$ cat src/source/cnu_config.svh
// sizes of a degree-6 check node with 4-bit messages; the RTL tree is written for exactly six edges
`ifndef CNU_CONFIG_SVH
`define CNU_CONFIG_SVH

// edges on one check node
`define CN_DEGREE 6

// width of one variable or check message
`define QUAN_SIZE 4

// magnitude bits below the sign bit
`define MAG_SIZE 3

// enough bits to number every edge
`define IDX_SIZE 3

// input sample edge to registered output
// decode, min search and encode each add one stage
`define CNU_LATENCY 3

`endif

$ cat src/source/ldpc_msg_pkg.sv
// message types for a 4-bit min-sum decoder; sign in the top bit and magnitude stored inverted when the sign is 0
`include "cnu_config.svh"

package ldpc_msg_pkg;

	// one variable-to-check or check-to-variable message
	typedef logic [`QUAN_SIZE-1:0] chv_msg_t;

	// unsigned magnitude recovered from a message
	typedef logic [`MAG_SIZE-1:0] mag_t;

	// edge number, 0 to CN_DEGREE-1
	typedef logic [`IDX_SIZE-1:0] edge_idx_t;

	// one sign bit per edge
	typedef logic [`CN_DEGREE-1:0] sign_vec_t;

	// all messages of one check node
	// msg[i] belongs to edge i
	typedef struct packed {
		chv_msg_t [`CN_DEGREE-1:0] msg;
	} msg_bundle_t;

	// low bits <-> magnitude
	// the same mapping both ways, since it is only a conditional inversion
	function automatic mag_t msg_flip(input logic sign, input mag_t bits);
		return sign ? bits : ~bits;
	endfunction

	// sign bit of a message
	function automatic logic msg_sign(input chv_msg_t msg);
		return msg[`QUAN_SIZE-1];
	endfunction

	// magnitude of a message
	function automatic mag_t msg_mag(input chv_msg_t msg);
		return msg_flip(msg[`QUAN_SIZE-1], msg[`MAG_SIZE-1:0]);
	endfunction

endpackage

$ cat src/source/cnu_pipe_pkg.sv
// stage-to-stage records of the check node pipeline; every field of a record belongs to the same input set
`include "cnu_config.svh"

package cnu_pipe_pkg;

	import ldpc_msg_pkg::*;

	// decode -> min finder
	// mag[i] is the magnitude on edge i
	// sign[i] is already extrinsic, the parity of the other five edges
	typedef struct packed {
		mag_t [`CN_DEGREE-1:0] mag;
		sign_vec_t             sign;
	} decoded_t;

	// min finder -> encode
	// min2 is the smallest magnitude once edge min1_idx is left out
	// equal to min1 when the minimum is shared by two or more edges
	typedef struct packed {
		mag_t      min1;
		mag_t      min2;
		edge_idx_t min1_idx;
		sign_vec_t sign;
	} min_pair_t;

endpackage

$ cat src/source/cnu_msg_decode.sv
// stage 0 of the check node; samples v2c_i on every clock with no enable and clears to zero in reset
`timescale 1ns/1ps
`include "cnu_config.svh"

module cnu_msg_decode (
	input  logic                        sys_clk,
	input  logic                        rstn,
	input  ldpc_msg_pkg::msg_bundle_t   v2c_i,
	output cnu_pipe_pkg::decoded_t      dec_o
);

	import ldpc_msg_pkg::*;
	import cnu_pipe_pkg::*;

	sign_vec_t in_sign;
	logic      sign_parity;
	decoded_t  dec_next;

	// raw input signs
	always_comb begin
		for (int i = 0; i < `CN_DEGREE; i++) begin
			in_sign[i] = msg_sign(v2c_i.msg[i]);
		end
	end

	// product of all six signs
	assign sign_parity = ^in_sign;

	always_comb begin
		for (int i = 0; i < `CN_DEGREE; i++) begin
			dec_next.mag[i] = msg_mag(v2c_i.msg[i]);
			// removing the own sign leaves the other five
			dec_next.sign[i] = sign_parity ^ in_sign[i];
		end
	end

	always_ff @(posedge sys_clk) begin
		if (!rstn) begin
			dec_o <= '0;
		end else begin
			dec_o <= dec_next;
		end
	end

endmodule

$ cat src/source/cnu_min_finder.sv
// stage 1 of the check node; the comparison tree is fixed to six edges and a tied minimum goes to the lowest edge
`timescale 1ns/1ps
`include "cnu_config.svh"

module cnu_min_finder (
	input  logic                     sys_clk,
	input  logic                     rstn,
	input  cnu_pipe_pkg::decoded_t   dec_i,
	output cnu_pipe_pkg::min_pair_t  mins_o
);

	import ldpc_msg_pkg::*;
	import cnu_pipe_pkg::*;

	// a magnitude together with the edge it came from
	typedef struct packed {
		mag_t      mag;
		edge_idx_t idx;
	} cand_t;

	// keeps a on a tie
	// a always carries the lower edge numbers here
	function automatic cand_t pick_min(input cand_t a, input cand_t b);
		return (b.mag < a.mag) ? b : a;
	endfunction

	// three pairs, then two levels
	function automatic cand_t tree_min(input mag_t [`CN_DEGREE-1:0] mags);
		cand_t leaf [`CN_DEGREE];
		cand_t p01;
		cand_t p23;
		cand_t p45;
		cand_t p0123;
		for (int i = 0; i < `CN_DEGREE; i++) begin
			leaf[i].mag = mags[i];
			leaf[i].idx = edge_idx_t'(i);
		end
		p01   = pick_min(leaf[0], leaf[1]);
		p23   = pick_min(leaf[2], leaf[3]);
		p45   = pick_min(leaf[4], leaf[5]);
		p0123 = pick_min(p01, p23);
		return pick_min(p0123, p45);
	endfunction

	cand_t                 first;
	cand_t                 second;
	mag_t [`CN_DEGREE-1:0] masked;
	min_pair_t             mins_next;

	assign first = tree_min(dec_i.mag);

	// hide the winning edge behind the largest magnitude
	// a shared minimum still shows up on another edge
	always_comb begin
		for (int i = 0; i < `CN_DEGREE; i++) begin
			if (edge_idx_t'(i) == first.idx) begin
				masked[i] = {`MAG_SIZE{1'b1}};
			end else begin
				masked[i] = dec_i.mag[i];
			end
		end
	end

	assign second = tree_min(masked);

	always_comb begin
		mins_next.min1     = first.mag;
		mins_next.min2     = second.mag;
		mins_next.min1_idx = first.idx;
		// signs ride along with the magnitudes they came with
		mins_next.sign     = dec_i.sign;
	end

	always_ff @(posedge sys_clk) begin
		if (!rstn) begin
			mins_o <= '0;
		end else begin
			mins_o <= mins_next;
		end
	end

endmodule

$ cat src/source/cnu_msg_encode.sv
// stage 2 of the check node; outputs use the input encoding and read zero until the first set arrives
`timescale 1ns/1ps
`include "cnu_config.svh"

module cnu_msg_encode (
	input  logic                       sys_clk,
	input  logic                       rstn,
	input  cnu_pipe_pkg::min_pair_t    mins_i,
	output ldpc_msg_pkg::msg_bundle_t  c2v_o
);

	import ldpc_msg_pkg::*;

	mag_t [`CN_DEGREE-1:0] sel_mag;
	msg_bundle_t           c2v_next;

	// the edge that owns the minimum gets the runner-up
	always_comb begin
		for (int i = 0; i < `CN_DEGREE; i++) begin
			if (edge_idx_t'(i) == mins_i.min1_idx) begin
				sel_mag[i] = mins_i.min2;
			end else begin
				sel_mag[i] = mins_i.min1;
			end
		end
	end

	// back to sign plus conditionally inverted magnitude
	always_comb begin
		for (int i = 0; i < `CN_DEGREE; i++) begin
			c2v_next.msg[i] = {mins_i.sign[i], msg_flip(mins_i.sign[i], sel_mag[i])};
		end
	end

	always_ff @(posedge sys_clk) begin
		if (!rstn) begin
			c2v_o <= '0;
		end else begin
			c2v_o <= c2v_next;
		end
	end

endmodule

$ cat src/source/cnu_top.sv
// min-sum check node for six 4-bit edges; fixed 3-cycle latency, one input set per clock, no handshake
`timescale 1ns/1ps

module cnu_top (
	input  logic                       sys_clk,
	input  logic                       rstn,
	input  ldpc_msg_pkg::msg_bundle_t  v2c_i,
	output ldpc_msg_pkg::msg_bundle_t  c2v_o
);

	import cnu_pipe_pkg::*;

	decoded_t  dec;
	min_pair_t mins;

	// sampled at edge k
	cnu_msg_decode i_cnu_msg_decode (
		.sys_clk (sys_clk),
		.rstn    (rstn),
		.v2c_i   (v2c_i),
		.dec_o   (dec)
	);

	// edge k+1
	cnu_min_finder i_cnu_min_finder (
		.sys_clk (sys_clk),
		.rstn    (rstn),
		.dec_i   (dec),
		.mins_o  (mins)
	);

	// edge k+2, result visible on c2v_o after it
	cnu_msg_encode i_cnu_msg_encode (
		.sys_clk (sys_clk),
		.rstn    (rstn),
		.mins_i  (mins),
		.c2v_o   (c2v_o)
	);

endmodule

$ cat config.mk
export PLATFORM = sky130hd
export DESIGN_NAME = cnu_top
export DESIGN_NICKNAME = d
export VERILOG_FILES = /design/src/source/ldpc_msg_pkg.sv /design/src/source/cnu_pipe_pkg.sv /design/src/source/cnu_msg_decode.sv /design/src/source/cnu_min_finder.sv /design/src/source/cnu_msg_encode.sv /design/src/source/cnu_top.sv
export VERILOG_INCLUDE_DIRS = /design/src /design/src/source
export SDC_FILE = /design/constraint.sdc
export NUM_CORES = 1
export LEC_CHECK = 0
export ABC_CLOCK_PERIOD_IN_PS = 11600
export BUFFER_PORTS_ARGS = -buffer_cell sky130_fd_sc_hd__buf_2
export CAP_MARGIN = 40
export CELL_PAD_IN_SITES_DETAIL_PLACEMENT = 0
export CELL_PAD_IN_SITES_GLOBAL_PLACEMENT = 1
export CORE_MARGIN = 4
export CORE_UTILIZATION = 33
export DETAILED_ROUTE_END_ITERATION = 16
export GPL_ROUTABILITY_DRIVEN = 1
export PLACE_DENSITY = 0.71
export SLEW_MARGIN = 20
export SYNTH_ARGS = -nofsm -noshare
export SYNTH_HDL_FRONTEND = slang
export SYNTH_SLANG_ARGS = --single-unit
$ cat constraint.sdc
create_clock -name sys_clk -period 11.6 [get_ports sys_clk]
set_input_delay 1.16 -clock sys_clk [delete_from_list [all_inputs] [get_ports sys_clk]]
set_output_delay 1.16 -clock sys_clk [all_outputs]
set_load 0.05 [all_outputs]
# == Word level (Yosys, flattened, before mapping) ==
# Cells that the tools add are included.
# word_totals
regBits,63
latch_bits,0
ramBits,0
rom_bits,0
inputBits,26
out_inout_bits,24
elab_cells,92
n_memories,0
# classes
n_addsub,0
multipliers,0
div_mod_pow,0
n_lt_le_gt_ge,10
eq_ne,10
n_shift,0
mux,34
n_bitwise,18
n_reduce_logical,3
# ops
operator,n
two-way mux 3 bit,24
two-way mux 6 bit,10
NOT 3 bit,12
less-than comparator 3 bit,10
"equality test 2 x 3 -> 1 bit, first input constant",4
"equality test 3 bit, first input constant",4
"equality test 1 x 3 -> 1 bit, first input constant",2
zero test 3 bit,2
parity 6 bit,1
bitwise XOR 1 bit,6

# == Longest topological paths before layout ==
# Gate-level depths: netlist of run 1.
# logic_depth
depth_word,14
ltp_mapped,36

# == Cells and area by module ==
# Synthesis of run 1 repeated with hierarchy kept, for this count alone.
# hier_totals
cells_unflattened,479
area_unflattened_um2,4212.8
# modules_own_cells
mod,instances,cells_per_inst,area_per_inst_um2
cnu_min_finder,1,232,1767.9
cnu_msg_encode,1,163,1406.3
cnu_msg_decode,1,84,1038.5

# == Worst setup path before layout of run 1 ==
# No wires, ideal clock.
# synth_path
path_type,reg-to-reg
startpoint,register i_cnu_msg_decode.dec_o[7] (netlist bit)
endpoint,register i_cnu_min_finder.mins_o[10] (netlist bit)
arrival_time_ps,6703
t_required_ps,11469
path_slack_ps,4767
stages_incl_launch_ff,34
synth_period_minus_slack_ps,6833
path_cell_list,dfxtp_1 inv_1 ha_1 o21ai_0 nand2b_1 a21oi_1 mux2i_1 ha_1 nand2_1 o21ai_2 o21ai_0 ha_1 nand2_1 o41ai_1 o21ai_1 o21ai_0 inv_1 ha_1 or2_2 a2111o_1 o211a_2 a211oi_1 ha_1 nor2_1 nor2_1 nor2_1 a31o_2 a2111oi_4 or2_1 ha_1 or2_2 nor4_1 or3_1 o32ai_2
# synth_between
elab_chain_cells,14
# synth_rtl
item,line_no,source
start: declaration,cnu_msg_decode.sv:9,output cnu_pipe_pkg::decoded_t dec_o
start signal: assignment,cnu_msg_decode.sv:41,dec_o <= dec_next;
less-than comparator 3 bit,cnu_min_finder.sv:24,return (b.mag < a.mag) ? b : a;
two-way mux 6 bit,cnu_min_finder.sv:24,
less-than comparator 3 bit,cnu_min_finder.sv:24,
two-way mux 6 bit,cnu_min_finder.sv:24,
less-than comparator 3 bit,cnu_min_finder.sv:24,
two-way mux 6 bit,cnu_min_finder.sv:24,
"equality test 2 x 3 -> 1 bit, or another cell as far along",cnu_min_finder.sv:56,if (edge_idx_t'(i) == first.idx) begin
two-way mux 3 bit,cnu_min_finder.sv:56,
less-than comparator 3 bit,cnu_min_finder.sv:24,
two-way mux 6 bit,cnu_min_finder.sv:24,
less-than comparator 3 bit,cnu_min_finder.sv:24,
two-way mux 6 bit,cnu_min_finder.sv:24,
less-than comparator 3 bit,cnu_min_finder.sv:24,
two-way mux 6 bit (*),cnu_min_finder.sv:24,
end signal: assignment,cnu_min_finder.sv:78,mins_o <= mins_next;
end: declaration,cnu_min_finder.sv:9,output cnu_pipe_pkg::min_pair_t mins_o
# Mark *: on every way between the ends. The rest lies on a longest branch, timed or not.
# A chain may end at the register's enable or synchronous reset.

# == Final worst setup path of run 1 ==
# Ends and elaborated chain as after synthesis.

==> results.sh, run 1 <==
export IMPL_drive_gt1_share_pct=20.2
export IMPL_cp_max_fo=10
export IMPL_cpMaxStageDelayCell="o41ai_1"
export IMPL_htreeDepth=3
export IMPL_drc_errors=0
export IMPL_pwr_share_clk_pct=22.2
export IMPL_cts_sinks=63
export IMPL_post_route_period_util_pct=68.9
export IMPL_start_kind="flip-flop"
export IMPL_cts_buffers=9
export IMPL_drt_wirelength_per_cell_um=13.2
export IMPL_postCtsSetupBuffers=0
export IMPL_routed_wl_um=7790
export IMPL_dr_pass1_iters=5
export IMPL_ctsHoldBuffers=0
export IMPL_mappedNetlistArea_sq_um=3580
export IMPL_grt_pass1_vias=2868
export IMPL_synth_mux_area_share_pct=5.94
export IMPL_synth_xor_area_share_pct=11.3
export IMPL_pwr_share_comb_pct=51.1
export IMPL_final_cell_count_no_fill=591
export IMPL_r2r_start="i_cnu_msg_decode.dec_o[7]"
export IMPL_gr_usage_all_layers_pct=12.9
export IMPL_synthAdderAreaFrac_pct=9.79
export IMPL_start_util_pct=34.2
export IMPL_via_per_inst=4.77
export IMPL_ios=50
export IMPL_grt_max_degree=42
export IMPL_antenna_found_initial=0
export IMPL_synth_seq_cells=63
export IMPL_gp_congestion=0.863
export IMPL_synth_compound_area_share_pct=17.1
export IMPL_finalInstanceArea_sq_um=4210
export IMPL_core_area_sq_um=10500
export IMPL_yosysSeqAreaShare_pct=35.2
export IMPL_ant_nets=0
export IMPL_post_cts_resized=0
export IMPL_critPathMaxStageDelay_ps=780
export IMPL_worstPathArrival_ps=8240
export IMPL_slew_headroom_pct=45.4
export IMPL_numPortBuffers=49
export IMPL_pwr_share_seq_pct=26.6
export IMPL_tns_ps=0
export IMPL_period_minus_slack_ps=7990
export IMPL_skew_ps=11.6
export IMPL_critPathLaunch="i_cnu_msg_decode.dec_o[7]"
export IMPL_syn_inst=400
export IMPL_synth_top_family_by_area="compound AO/OA/AOI/OAI gates"
export IMPL_cp_endpoint="i_cnu_min_finder.mins_o[10]"
export IMPL_rows=37
export IMPL_finalHoldViolations=0
export IMPL_area_growth_synth_to_final_pct=17.6
export IMPL_ir_drop_v=0.0000839
export IMPL_yosysUniqueCellTypes=51
export IMPL_maxSlewViolCount=0
export IMPL_swShare_pct=41.9
export IMPL_power_density_nw_per_um2=255
export IMPL_required_ps=11850
export IMPL_rsz0062_at_grt="no"
export IMPL_final_cell_mix="nor2_1, dfxtp_1, buf_2"
export IMPL_holdPathStages=1
export IMPL_die_y_um=112
export IMPL_p_int_uw=625
export IMPL_p_leak_nw=1.92
export IMPL_overflow=0
export IMPL_setup_viol=0
export IMPL_grt_pass1_wl_um=13400
export IMPL_cts_root_buffer="clkbuf_8"
export IMPL_post_place_ws_ps=3730
export IMPL_path_clk_slew_ps=80
export IMPL_cts_buffer_depth=2
export IMPL_worstSetupPathType="flip-flop to flip-flop"
export IMPL_cts_tree="built"
export IMPL_r2r_end="i_cnu_min_finder.mins_o[10]"
export IMPL_fp_dieW_um=112
export IMPL_fmax_ghz=0.125
export IMPL_dp_hpwl_um=6200
export IMPL_reg2reg_slack_ps=3610
export IMPL_placed_cell_area_sq_um=3960
export IMPL_yosys_area_share_simple_pct=16.6
export IMPL_final_common_cell="nor2_1"
export IMPL_p_sw_uw=450
export IMPL_status="finished, final reports clean"
export IMPL_clk_latency_ps=340
export IMPL_path_common_cell="ha_1"
export IMPL_nets=504
export IMPL_yosys_warnings=0
export IMPL_synth_avg_cell_area_sq_um=8.95
export IMPL_syn_nets=454
export IMPL_tightest_slew_ps=808
export IMPL_drt_initial_drc_count=72
export IMPL_die_area_sq_um=12600
export IMPL_via_count=2817
export IMPL_rr_worst_depth=33
export IMPL_end_kind="flip-flop"
export IMPL_placedCellCount=575
export IMPL_num_antenna_cells=0
export IMPL_hold_class="flip-flop to flip-flop"
export IMPL_maxCapViolations=0
export IMPL_setup_ws_ps=3610
-- cells by family (layout without fill, tap and decap cells) --
group                      count (synthesis)  after routing
and+or+nand+nor                          128            128
AOI/OAI and AO/OA                         75             75
DFF                                       63             63
xor gates and xnor gates                  46             46
buffers and inverters                     39             94
adders and majority gates                 28             28
muxes                                     21             21
-- synth_stat cells (all sizes together) --
master | instances | area, sq um
nor2 | 70 | 263
dfxtp | 63 | 1260
ha | 28 | 350
inv | 28 | 105
xnor2 | 27 | 236
mux2i | 19 | 190
xor2 | 19 | 166
a21oi | 15 | 82.6
o21ai | 15 | 82.6
nand2 | 14 | 52.6
and2 | 12 | 75.1
clkbuf | 11 | 41.3
a211oi | 9 | 82.6
or2 | 8 | 50.1
a21o | 6 | 45.0
nor3 | 6 | 30.0
a211o | 4 | 35.0
nand2b | 4 | 25.0
o211a | 4 | 40.0
nor3b | 3 | 22.5
or3 | 3 | 18.8
a2111oi | 2 | 55.1
a221oi | 2 | 17.5
a31o | 2 | 17.5
mux2 | 2 | 22.5
nand3 | 2 | 10.0
nand3b | 2 | 15.0
nor4 | 2 | 18.8
o21a | 2 | 15.0
o21bai | 2 | 15.0
o221a | 2 | 22.5
o32ai | 2 | 25.0
a2111o | 1 | 11.3
and3 | 1 | 7.51
nor2b | 1 | 6.26
o2111a | 1 | 11.3
o211ai | 1 | 7.51
o22ai | 1 | 6.26
o311ai | 1 | 8.76
o31a | 1 | 10.0
o41a | 1 | 11.3
o41ai | 1 | 8.76
-- final cells by class --
class / count / area (sq um)
clock buffer: 9 / 124
sequential: 63 / 1260
clock inverter: 7 / 125
timing repair buffer: 50 / 253
fill: 1128 / 6250
inverter: 28 / 105
multi-input combinational: 298 / 2170
tap: 136 / 170
-- worst max-delay path, delay by kind of cell, from the launching register on --
kind | cells | cell delay [ps]
AO/OA/AOI/OAI | 14 | 3730
adder cells (fa/ha/maj) | 6 | 1600
buffers and inverters | 2 | 150
flip-flops | 1 | 420
multiplexers | 1 | 180
AND/OR/NAND/NOR | 10 | 1820
-- through the flow --
| stage | power, mW | utilization (%) | hold WS (ps) |
|---|---|---|---|
| after floorplan | 0.732 | - | 412 |
| after global placement | 0.835 | 37.8 | 420 |
| after detailed placement | 0.841 | 37.8 | 423 |
| after CTS | 1.08 | 40.2 | 439 |
| after global routing | 1.16 | 40.2 | 436 |
| final | 1.07 | 40.2 | 438 |
-- state kept, by name (all words and copies together), names as in the netlist --
register,cells
i_cnu_msg_encode.c2v_o,24
i_cnu_min_finder.mins_o,15
i_cnu_msg_decode.dec_o,24
-- metal layers --
| metal | global-route usage, % | up-vias | part of all wire, % |
|---|---|---|---|
| met1 | 17.4 | 1293 | 49 |
| li1 | - | 1461 | - |
| met5 | 0 | - | 0 |
| met2 | 20.6 | 54 | 45 |
| met4 | 4.33 | 0 | 1.8 |
| met3 | 2.80 | 9 | 3.6 |
-- power groups by stage --
stage               combinational [mW]  sequential (mW)  clock, mW
floorplan                        0.385            0.348          0
global placement                 0.546            0.289          0
detailed placement               0.549            0.291          0
CTS                              0.552            0.286      0.245
global route                     0.616            0.292      0.256
finish                           0.549            0.286      0.239
-- how the worst min path moves through the flow --
stage | startpoint | endpoint | slack, ps
after CTS | i_cnu_msg_decode.dec_o[0] | i_cnu_min_finder.mins_o[0] | 440
after detailed placement | i_cnu_msg_decode.dec_o[2] | i_cnu_min_finder.mins_o[2] | 420
after global routing | i_cnu_msg_decode.dec_o[0] | i_cnu_min_finder.mins_o[0] | 440
after global placement | i_cnu_msg_decode.dec_o[2] | i_cnu_min_finder.mins_o[2] | 420
final | i_cnu_msg_decode.dec_o[1] | i_cnu_min_finder.mins_o[1] | 440
after floorplan | i_cnu_msg_decode.dec_o[0] | i_cnu_min_finder.mins_o[0] | 410
(Power assumes the default switching activity.)
==> run 2: changes to the inputs <==
--- a/config.mk
+++ b/config.mk
@@ -6,7 +6,8 @@
 export SDC_FILE = /design/constraint.sdc
 export NUM_CORES = 1
 export LEC_CHECK = 0
-export ABC_CLOCK_PERIOD_IN_PS = 11600
+export ABC_AREA = 1
+export ABC_CLOCK_PERIOD_IN_PS = 7100
 export BUFFER_PORTS_ARGS = -buffer_cell sky130_fd_sc_hd__buf_2
 export CAP_MARGIN = 40
 export CELL_PAD_IN_SITES_DETAIL_PLACEMENT = 0
@@ -15,7 +16,7 @@
 export CORE_UTILIZATION = 33
 export DETAILED_ROUTE_END_ITERATION = 16
 export GPL_ROUTABILITY_DRIVEN = 1
-export PLACE_DENSITY = 0.71
+export PLACE_DENSITY = 0.76
 export SLEW_MARGIN = 20
 export SYNTH_ARGS = -nofsm -noshare
 export SYNTH_HDL_FRONTEND = slang
==> constraint.sdc (replaced) <==
create_clock -name sys_clk -period 7.1 [get_ports sys_clk]
set_input_delay 0.71 -clock sys_clk [delete_from_list [all_inputs] [get_ports sys_clk]]
set_output_delay 0.71 -clock sys_clk [all_outputs]
set_load 0.05 [all_outputs]
==> results.sh, run 2 <==
export IMPL_status="finished, final reports clean"
export IMPL_yosysMostFrequentCell="inv_1"
export IMPL_maxSlewViolCount=0
export IMPL_gr_usage_all_layers_pct=12.3
export IMPL_cp_max_fo=9
export IMPL_synth_mux_area_share_pct=0
export IMPL_syn_inst=459
export IMPL_yosysUniqueCellTypes=29
export IMPL_ant_nets=0
export IMPL_async_flop_share_pct=0
export IMPL_synth_seq_cells=63
export IMPL_tns_ps=0
export IMPL_cts_sinks=63
export IMPL_hp_start="i_cnu_msg_decode.dec_o[2]"
export IMPL_post_cts_resized=0
export IMPL_synth_top_family_by_area="simple AND/OR/NAND/NOR gates"
export IMPL_ctsHoldBuffers=0
export IMPL_htreeDepth=3
export IMPL_synth_avg_cell_area_sq_um=7.52
export IMPL_end_kind="flip-flop"
export IMPL_critPathMaxStageDelay_ps=480
export IMPL_setup_ws_ps=1150
export IMPL_die_y_um=110
export IMPL_drc_errors=0
export IMPL_rsz0062_at_grt="no"
export IMPL_skew_ps=13.5
export IMPL_worstSetupPathType="flip-flop to flip-flop"
export IMPL_period_minus_slack_ps=5950
export IMPL_r2r_start="i_cnu_msg_decode.dec_o[8]"
export IMPL_grt_pass1_wl_um=11700
export IMPL_fmax_ghz=0.168
export IMPL_p_leak_nw=2.04
export IMPL_fp_dieW_um=110
export IMPL_gp_congestion=0.807
export IMPL_synth_top_area_share_pct=36.5
export IMPL_yosysSeqAreaShare_pct=36.5
export IMPL_path_clk_slew_ps=70
export IMPL_ios=50
export IMPL_post_route_period_util_pct=83.8
export IMPL_cts_tree="built"
export IMPL_synth_area_leaders="dfxtp_1, ha_1, inv_1"
export IMPL_synth_common_cells="inv_1, nand2_1, dfxtp_1"
export IMPL_final_common_cell="inv_1"
export IMPL_dp_hpwl_um=5360
export IMPL_final_cell_mix="inv_1, nand2_1, dfxtp_1"
export IMPL_fillers=1074
export IMPL_slew_headroom_pct=56.3
export IMPL_via_per_inst=4.33
export IMPL_cts_buffers=9
export IMPL_nets=561
export IMPL_cts_buffer_depth=2
export IMPL_cpMaxStageDelayCell="a21oi_1"
export IMPL_synth_compound_area_share_pct=15.7
export IMPL_hold_class="flip-flop to flip-flop"
export IMPL_numPortBuffers=49
export IMPL_rows=37
export IMPL_via_count=2808
export IMPL_synth_main_ff_cell="dfxtp_1"
export IMPL_grt_max_degree=43
export IMPL_synth_xor_area_share_pct=5.33
export IMPL_required_ps=7380
export IMPL_setup_viol=0
export IMPL_finalHoldViolations=0
export IMPL_power_density_nw_per_um2=420
export IMPL_yosys_warnings=0
export IMPL_start_kind="flip-flop"
export IMPL_start_util_pct=33.6
export IMPL_postCtsSetupBuffers=0
export IMPL_grt_pass1_vias=2650
export IMPL_ir_drop_v=0.000144
export IMPL_critPathLaunch="i_cnu_msg_decode.dec_o[8]"
export IMPL_post_place_ws_ps=1120
export IMPL_drt_wirelength_per_cell_um=10.5
export IMPL_synth_enable_flop_cells=0
export IMPL_yosys_area_share_simple_pct=22.2
export IMPL_synthAdderAreaFrac_pct=10.1
export IMPL_num_antenna_cells=0
export IMPL_synth_largest_area_cell="dfxtp_1"
export IMPL_drive_gt1_share_pct=22.5
export IMPL_mappedNetlistArea_sq_um=3450
export IMPL_reg_top3="i_cnu_msg_decode.dec_o x24, i_cnu_msg_encode.c2v_o x24, i_cnu_min_finder.mins_o x15"
export IMPL_cts_root_buffer="clkbuf_8"
export IMPL_maxCapViolations=0
export IMPL_clk_latency_ps=340
export IMPL_overflow=0
export IMPL_antenna_found_initial=0
export IMPL_worstPathArrival_ps=6230
export IMPL_dr_pass1_iters=6
export IMPL_syn_nets=513
export IMPL_area_growth_synth_to_final_pct=15.9
export IMPL_drt_initial_drc_count=95
export IMPL_multi_input_area_sq_um=1840
export IMPL_tightest_slew_ps=654
export IMPL_ff_latch_area_sq_um=1260
export IMPL_finalPower_mw=1.68
export IMPL_die_area_sq_um=12200
export IMPL_core_area_sq_um=10300
export IMPL_routed_wl_um=6800
-- run 2: changes by cell type after synthesis, moves of 6 or more --
cell | before | now
nand2_2 | 0 | 25
a21oi_1 | 13 | 42
o21ai_0 | 10 | 51
a21o_1 | 6 | 0
xnor2_1 | 27 | 1
mux2i_1 | 19 | 0
inv_1 | 28 | 72
nand3_1 | 2 | 10
nand2_1 | 14 | 67
nor2_1 | 70 | 38
and2_1 | 12 | 0
-- run 2: stage by stage --
step / cell area [sq um] / cells / hold WS [ps] / utilization [%]
floorplan: 3450 / 459 / 390 / -
global placement: 3810 / 632 / 399 / 37.1
detailed placement: 3810 / 632 / 398 / 37.1
CTS: 4000 / 648 / 411 / 38.9
global route: 4000 / 648 / 424 / 38.9
finish: 4000 / 648 / 408 / 38.9
-- run 2: critical path, delay by kind of cell, from the launching register on --
family          cells  cell delay [ps]
flops               1              340
compound gates      8             1700
buf+inv             7              370
fa+ha+maj           6             1630
simple gates       19             1820
-- run 2: kinds of logic (layout without fill, tap and decap cells) --
| group | count (synthesis) | after routing |
|---|---|---|
| buf+inv | 90 | 143 |
| compound gates | 101 | 101 |
| flops | 63 | 63 |
| simple gates | 156 | 156 |
| fa+ha+maj | 28 | 28 |
| xor+xnor | 21 | 21 |
-- run 2: power breakdown --
| part | internal, mW | switching (mW) | leakage (nW) |
|---|---|---|---|
| clock network | 0.161 | 0.139 | 0.0960 |
| logic | 0.303 | 0.617 | 1.42 |
| registers | 0.425 | 0.0361 | 0.524 |
-- run 2: worst paths after layout --
check | cells after the start | slack [ps] | to
worst max register to register | 40 | 1150 | i_cnu_min_finder.mins_o[9]
worst max-delay path | 40 | 1150 | i_cnu_min_finder.mins_o[9]
worst min register to register | 2 | 410 | i_cnu_min_finder.mins_o[2]
worst min-delay path | 2 | 410 | i_cnu_min_finder.mins_o[2]
-- run 2: layout make-up --
type | count | share of cell area, %
Clock buffer | 10 | 3.19
Clock inverter | 6 | 1.53
Inverter | 78 | 7.38
Multi-Input combinational cell | 306 | 46.0
Sequential cell | 63 | 31.5
Tap cell | 136 | 4.25
Timing Repair Buffer | 49 | 6.13
-- run 2: routing by layer --
layer  share of wire [%]  routed length [um]  GRT usage [%]  vias up
met4                 1.7                 114           4.49        0
met1                  47                3210           15.2     1215
li1                    -                   -              -     1536
met5                   0                   0              0        -
met2                  47                3210           20.7       47
met3                 3.9                 266           3.09       10
==> run 3: changes to the inputs <==
--- a/config.mk
+++ b/config.mk
@@ -7,7 +7,7 @@
 export NUM_CORES = 1
 export LEC_CHECK = 0
 export ABC_AREA = 1
-export ABC_CLOCK_PERIOD_IN_PS = 7100
+export ABC_CLOCK_PERIOD_IN_PS = 4850
 export BUFFER_PORTS_ARGS = -buffer_cell sky130_fd_sc_hd__buf_2
 export CAP_MARGIN = 40
 export CELL_PAD_IN_SITES_DETAIL_PLACEMENT = 0
==> constraint.sdc (replaced) <==
create_clock -name sys_clk -period 4.85 [get_ports sys_clk]
set_input_delay 0.485 -clock sys_clk [delete_from_list [all_inputs] [get_ports sys_clk]]
set_output_delay 0.485 -clock sys_clk [all_outputs]
set_load 0.05 [all_outputs]
==> results.sh, run 3 (synthesis gave the netlist of run 2 again) <==
export IMPL_path_common_cell="nand2_2"
export IMPL_route_met3_wl_um=270
export IMPL_drt_initial_drc_count=132
export IMPL_rows=37
export IMPL_fmax_ghz=0.199
export IMPL_via_count=3087
export IMPL_met1_length_um=3520
export IMPL_tightest_slew_ps=652
export IMPL_via_per_inst=4.40
export IMPL_critPathMaxStageDelay_ps=330
export IMPL_final_common_cell="inv_1"
export IMPL_period_minus_slack_ps=5030
export IMPL_setup_ws_ps=-176
export IMPL_skew_ps=13.3
export IMPL_nets=614
export IMPL_ir_drop_v=0.000257
export IMPL_drt_wirelength_per_cell_um=11.2
export IMPL_maxCapViolations=0
export IMPL_status="complete, but fails checks"
export IMPL_clk_latency_ps=340
export IMPL_multi_input_area_sq_um=2040
export IMPL_worstPathArrival_ps=5290
export IMPL_final_cell_mix="inv_1, nand2_1, dfxtp_1"
export IMPL_required_ps=5110
export IMPL_highest_layer="met4"
export IMPL_reg_top3="i_cnu_msg_decode.dec_o x24, i_cnu_msg_encode.c2v_o x24, i_cnu_min_finder.mins_o x15"
export IMPL_cp_max_fo=3
export IMPL_ant_nets=0
export IMPL_start_util_pct=33.6
export IMPL_cts_root_buffer="clkbuf_8"
export IMPL_gp_congestion=0.796
export IMPL_drive_gt1_share_pct=36.5
export IMPL_grt_pass1_vias=2779
export IMPL_power_density_nw_per_um2=690
export IMPL_grt_pass1_wl_um=12400
export IMPL_fillers=1040
export IMPL_path_clk_slew_ps=70
export IMPL_cts_buffer_depth=2
export IMPL_wl_met2_um=3870
export IMPL_end_kind="flip-flop"
export IMPL_die_area_sq_um=12200
export IMPL_cpMaxStageDelayCell="dfxtp_2"
export IMPL_cts_sinks=63
export IMPL_post_route_period_util_pct=104
export IMPL_final_cell_count_no_fill=701
export IMPL_routed_wl_um=7830
export IMPL_die_y_um=110
export IMPL_htreeDepth=3
export IMPL_rsz0062_at_grt="yes"
export IMPL_placedCellCount=664
export IMPL_dp_hpwl_um=5890
export IMPL_tns_ps=-409
export IMPL_cts_buffers=9
export IMPL_gr_usage_all_layers_pct=13.0
export IMPL_area_growth_synth_to_final_pct=33.8
export IMPL_cts_tree="built"
export IMPL_grt_max_degree=43
export IMPL_final_util_pct=45.0
export IMPL_worstSetupPathType="flip-flop to flip-flop"
export IMPL_slew_headroom_pct=56.5
export IMPL_ios=50
export IMPL_violations="negative setup slack"
export IMPL_dr_pass1_iters=4
export IMPL_hold_class="primary input to flip-flop"
export IMPL_finalPower_mw=3.19
export IMPL_overflow=0
export IMPL_maxSlewViolCount=0
export IMPL_drc_errors=0
export IMPL_start_kind="flip-flop"
export IMPL_fp_dieW_um=110
export IMPL_finalHoldViolations=0
export IMPL_ff_latch_area_sq_um=1260
export IMPL_p_leak_nw=2.31
export IMPL_setup_viol=3
export IMPL_antenna_found_initial=0
export IMPL_numPortBuffers=49
export IMPL_num_antenna_cells=0
export IMPL_core_area_sq_um=10300
## run 3: repair_timing
action / CTS / global route
cloned: 0 / 0
resized for setup: 12 / 24
pin swaps: 17 / 33
endpoints found under the setup margin: 3 / 3
hold buffers: 0 / 0
buffers inserted: 15 / 6
## run 3: routing by layer
layer | GRT usage [%] | vias up
met5 | 0 | -
met3 | 2.62 | 11
li1 | - | 1643
met2 | 22.1 | 55
met1 | 16.4 | 1378
met4 | 4.84 | 0
## run 3: stage by stage
stage	instance area [sq um]	setup WS, ps	hold WS [ps]
after floorplan	3530	2.05	390
after global placement	4140	-100	402
after detailed placement	4140	-304	401
after CTS	4480	-99.9	357
after global routing	4620	-448	363
final	4620	-176	368
## run 3: worst max-delay path: cells and delay by family (launching register included)
| kind | cells | cell delay [ps] |
|---|---|---|
| AO/OA/AOI/OAI | 5 | 550 |
| buffers and inverters | 10 | 520 |
| flip-flops | 1 | 330 |
| adder cells (fa/ha/maj) | 6 | 1680 |
| AND/OR/NAND/NOR | 25 | 1880 |
## run 3: final cells by class
class | instances | share of cell area, %
Clock inverter | 6 | 1.33
Sequential cell | 63 | 27.3
Multi-Input combinational cell | 306 | 44.2
Clock buffer | 10 | 2.76
Tap cell | 136 | 3.68
Timing Repair Buffer | 102 | 14.2
Inverter | 78 | 6.50
## run 3: path summary, 6_finish.rpt
kind / to / slack (ps) / from / cells past startpoint
worst max-delay path: i_cnu_min_finder.mins_o[10] / -180 / i_cnu_msg_decode.dec_o[14] / 46
worst min-delay path: i_cnu_msg_decode.dec_o[22] / 370 / v2c_i[21] / 2
worst max register to register: i_cnu_min_finder.mins_o[10] / -180 / i_cnu_msg_decode.dec_o[14] / 46
worst min register to register: i_cnu_min_finder.mins_o[2] / 410 / i_cnu_msg_decode.dec_o[2] / 2
## run 3: report_power, final
| group | switching (mW) | leakage (nW) | internal (mW) |
|---|---|---|---|
| Sequential | 0.0540 | 0.525 | 0.623 |
| Clock | 0.206 | 0.0960 | 0.236 |
| Combinational | 1.16 | 1.69 | 0.914 |
| Total | 1.42 | 2.31 | 1.77 |
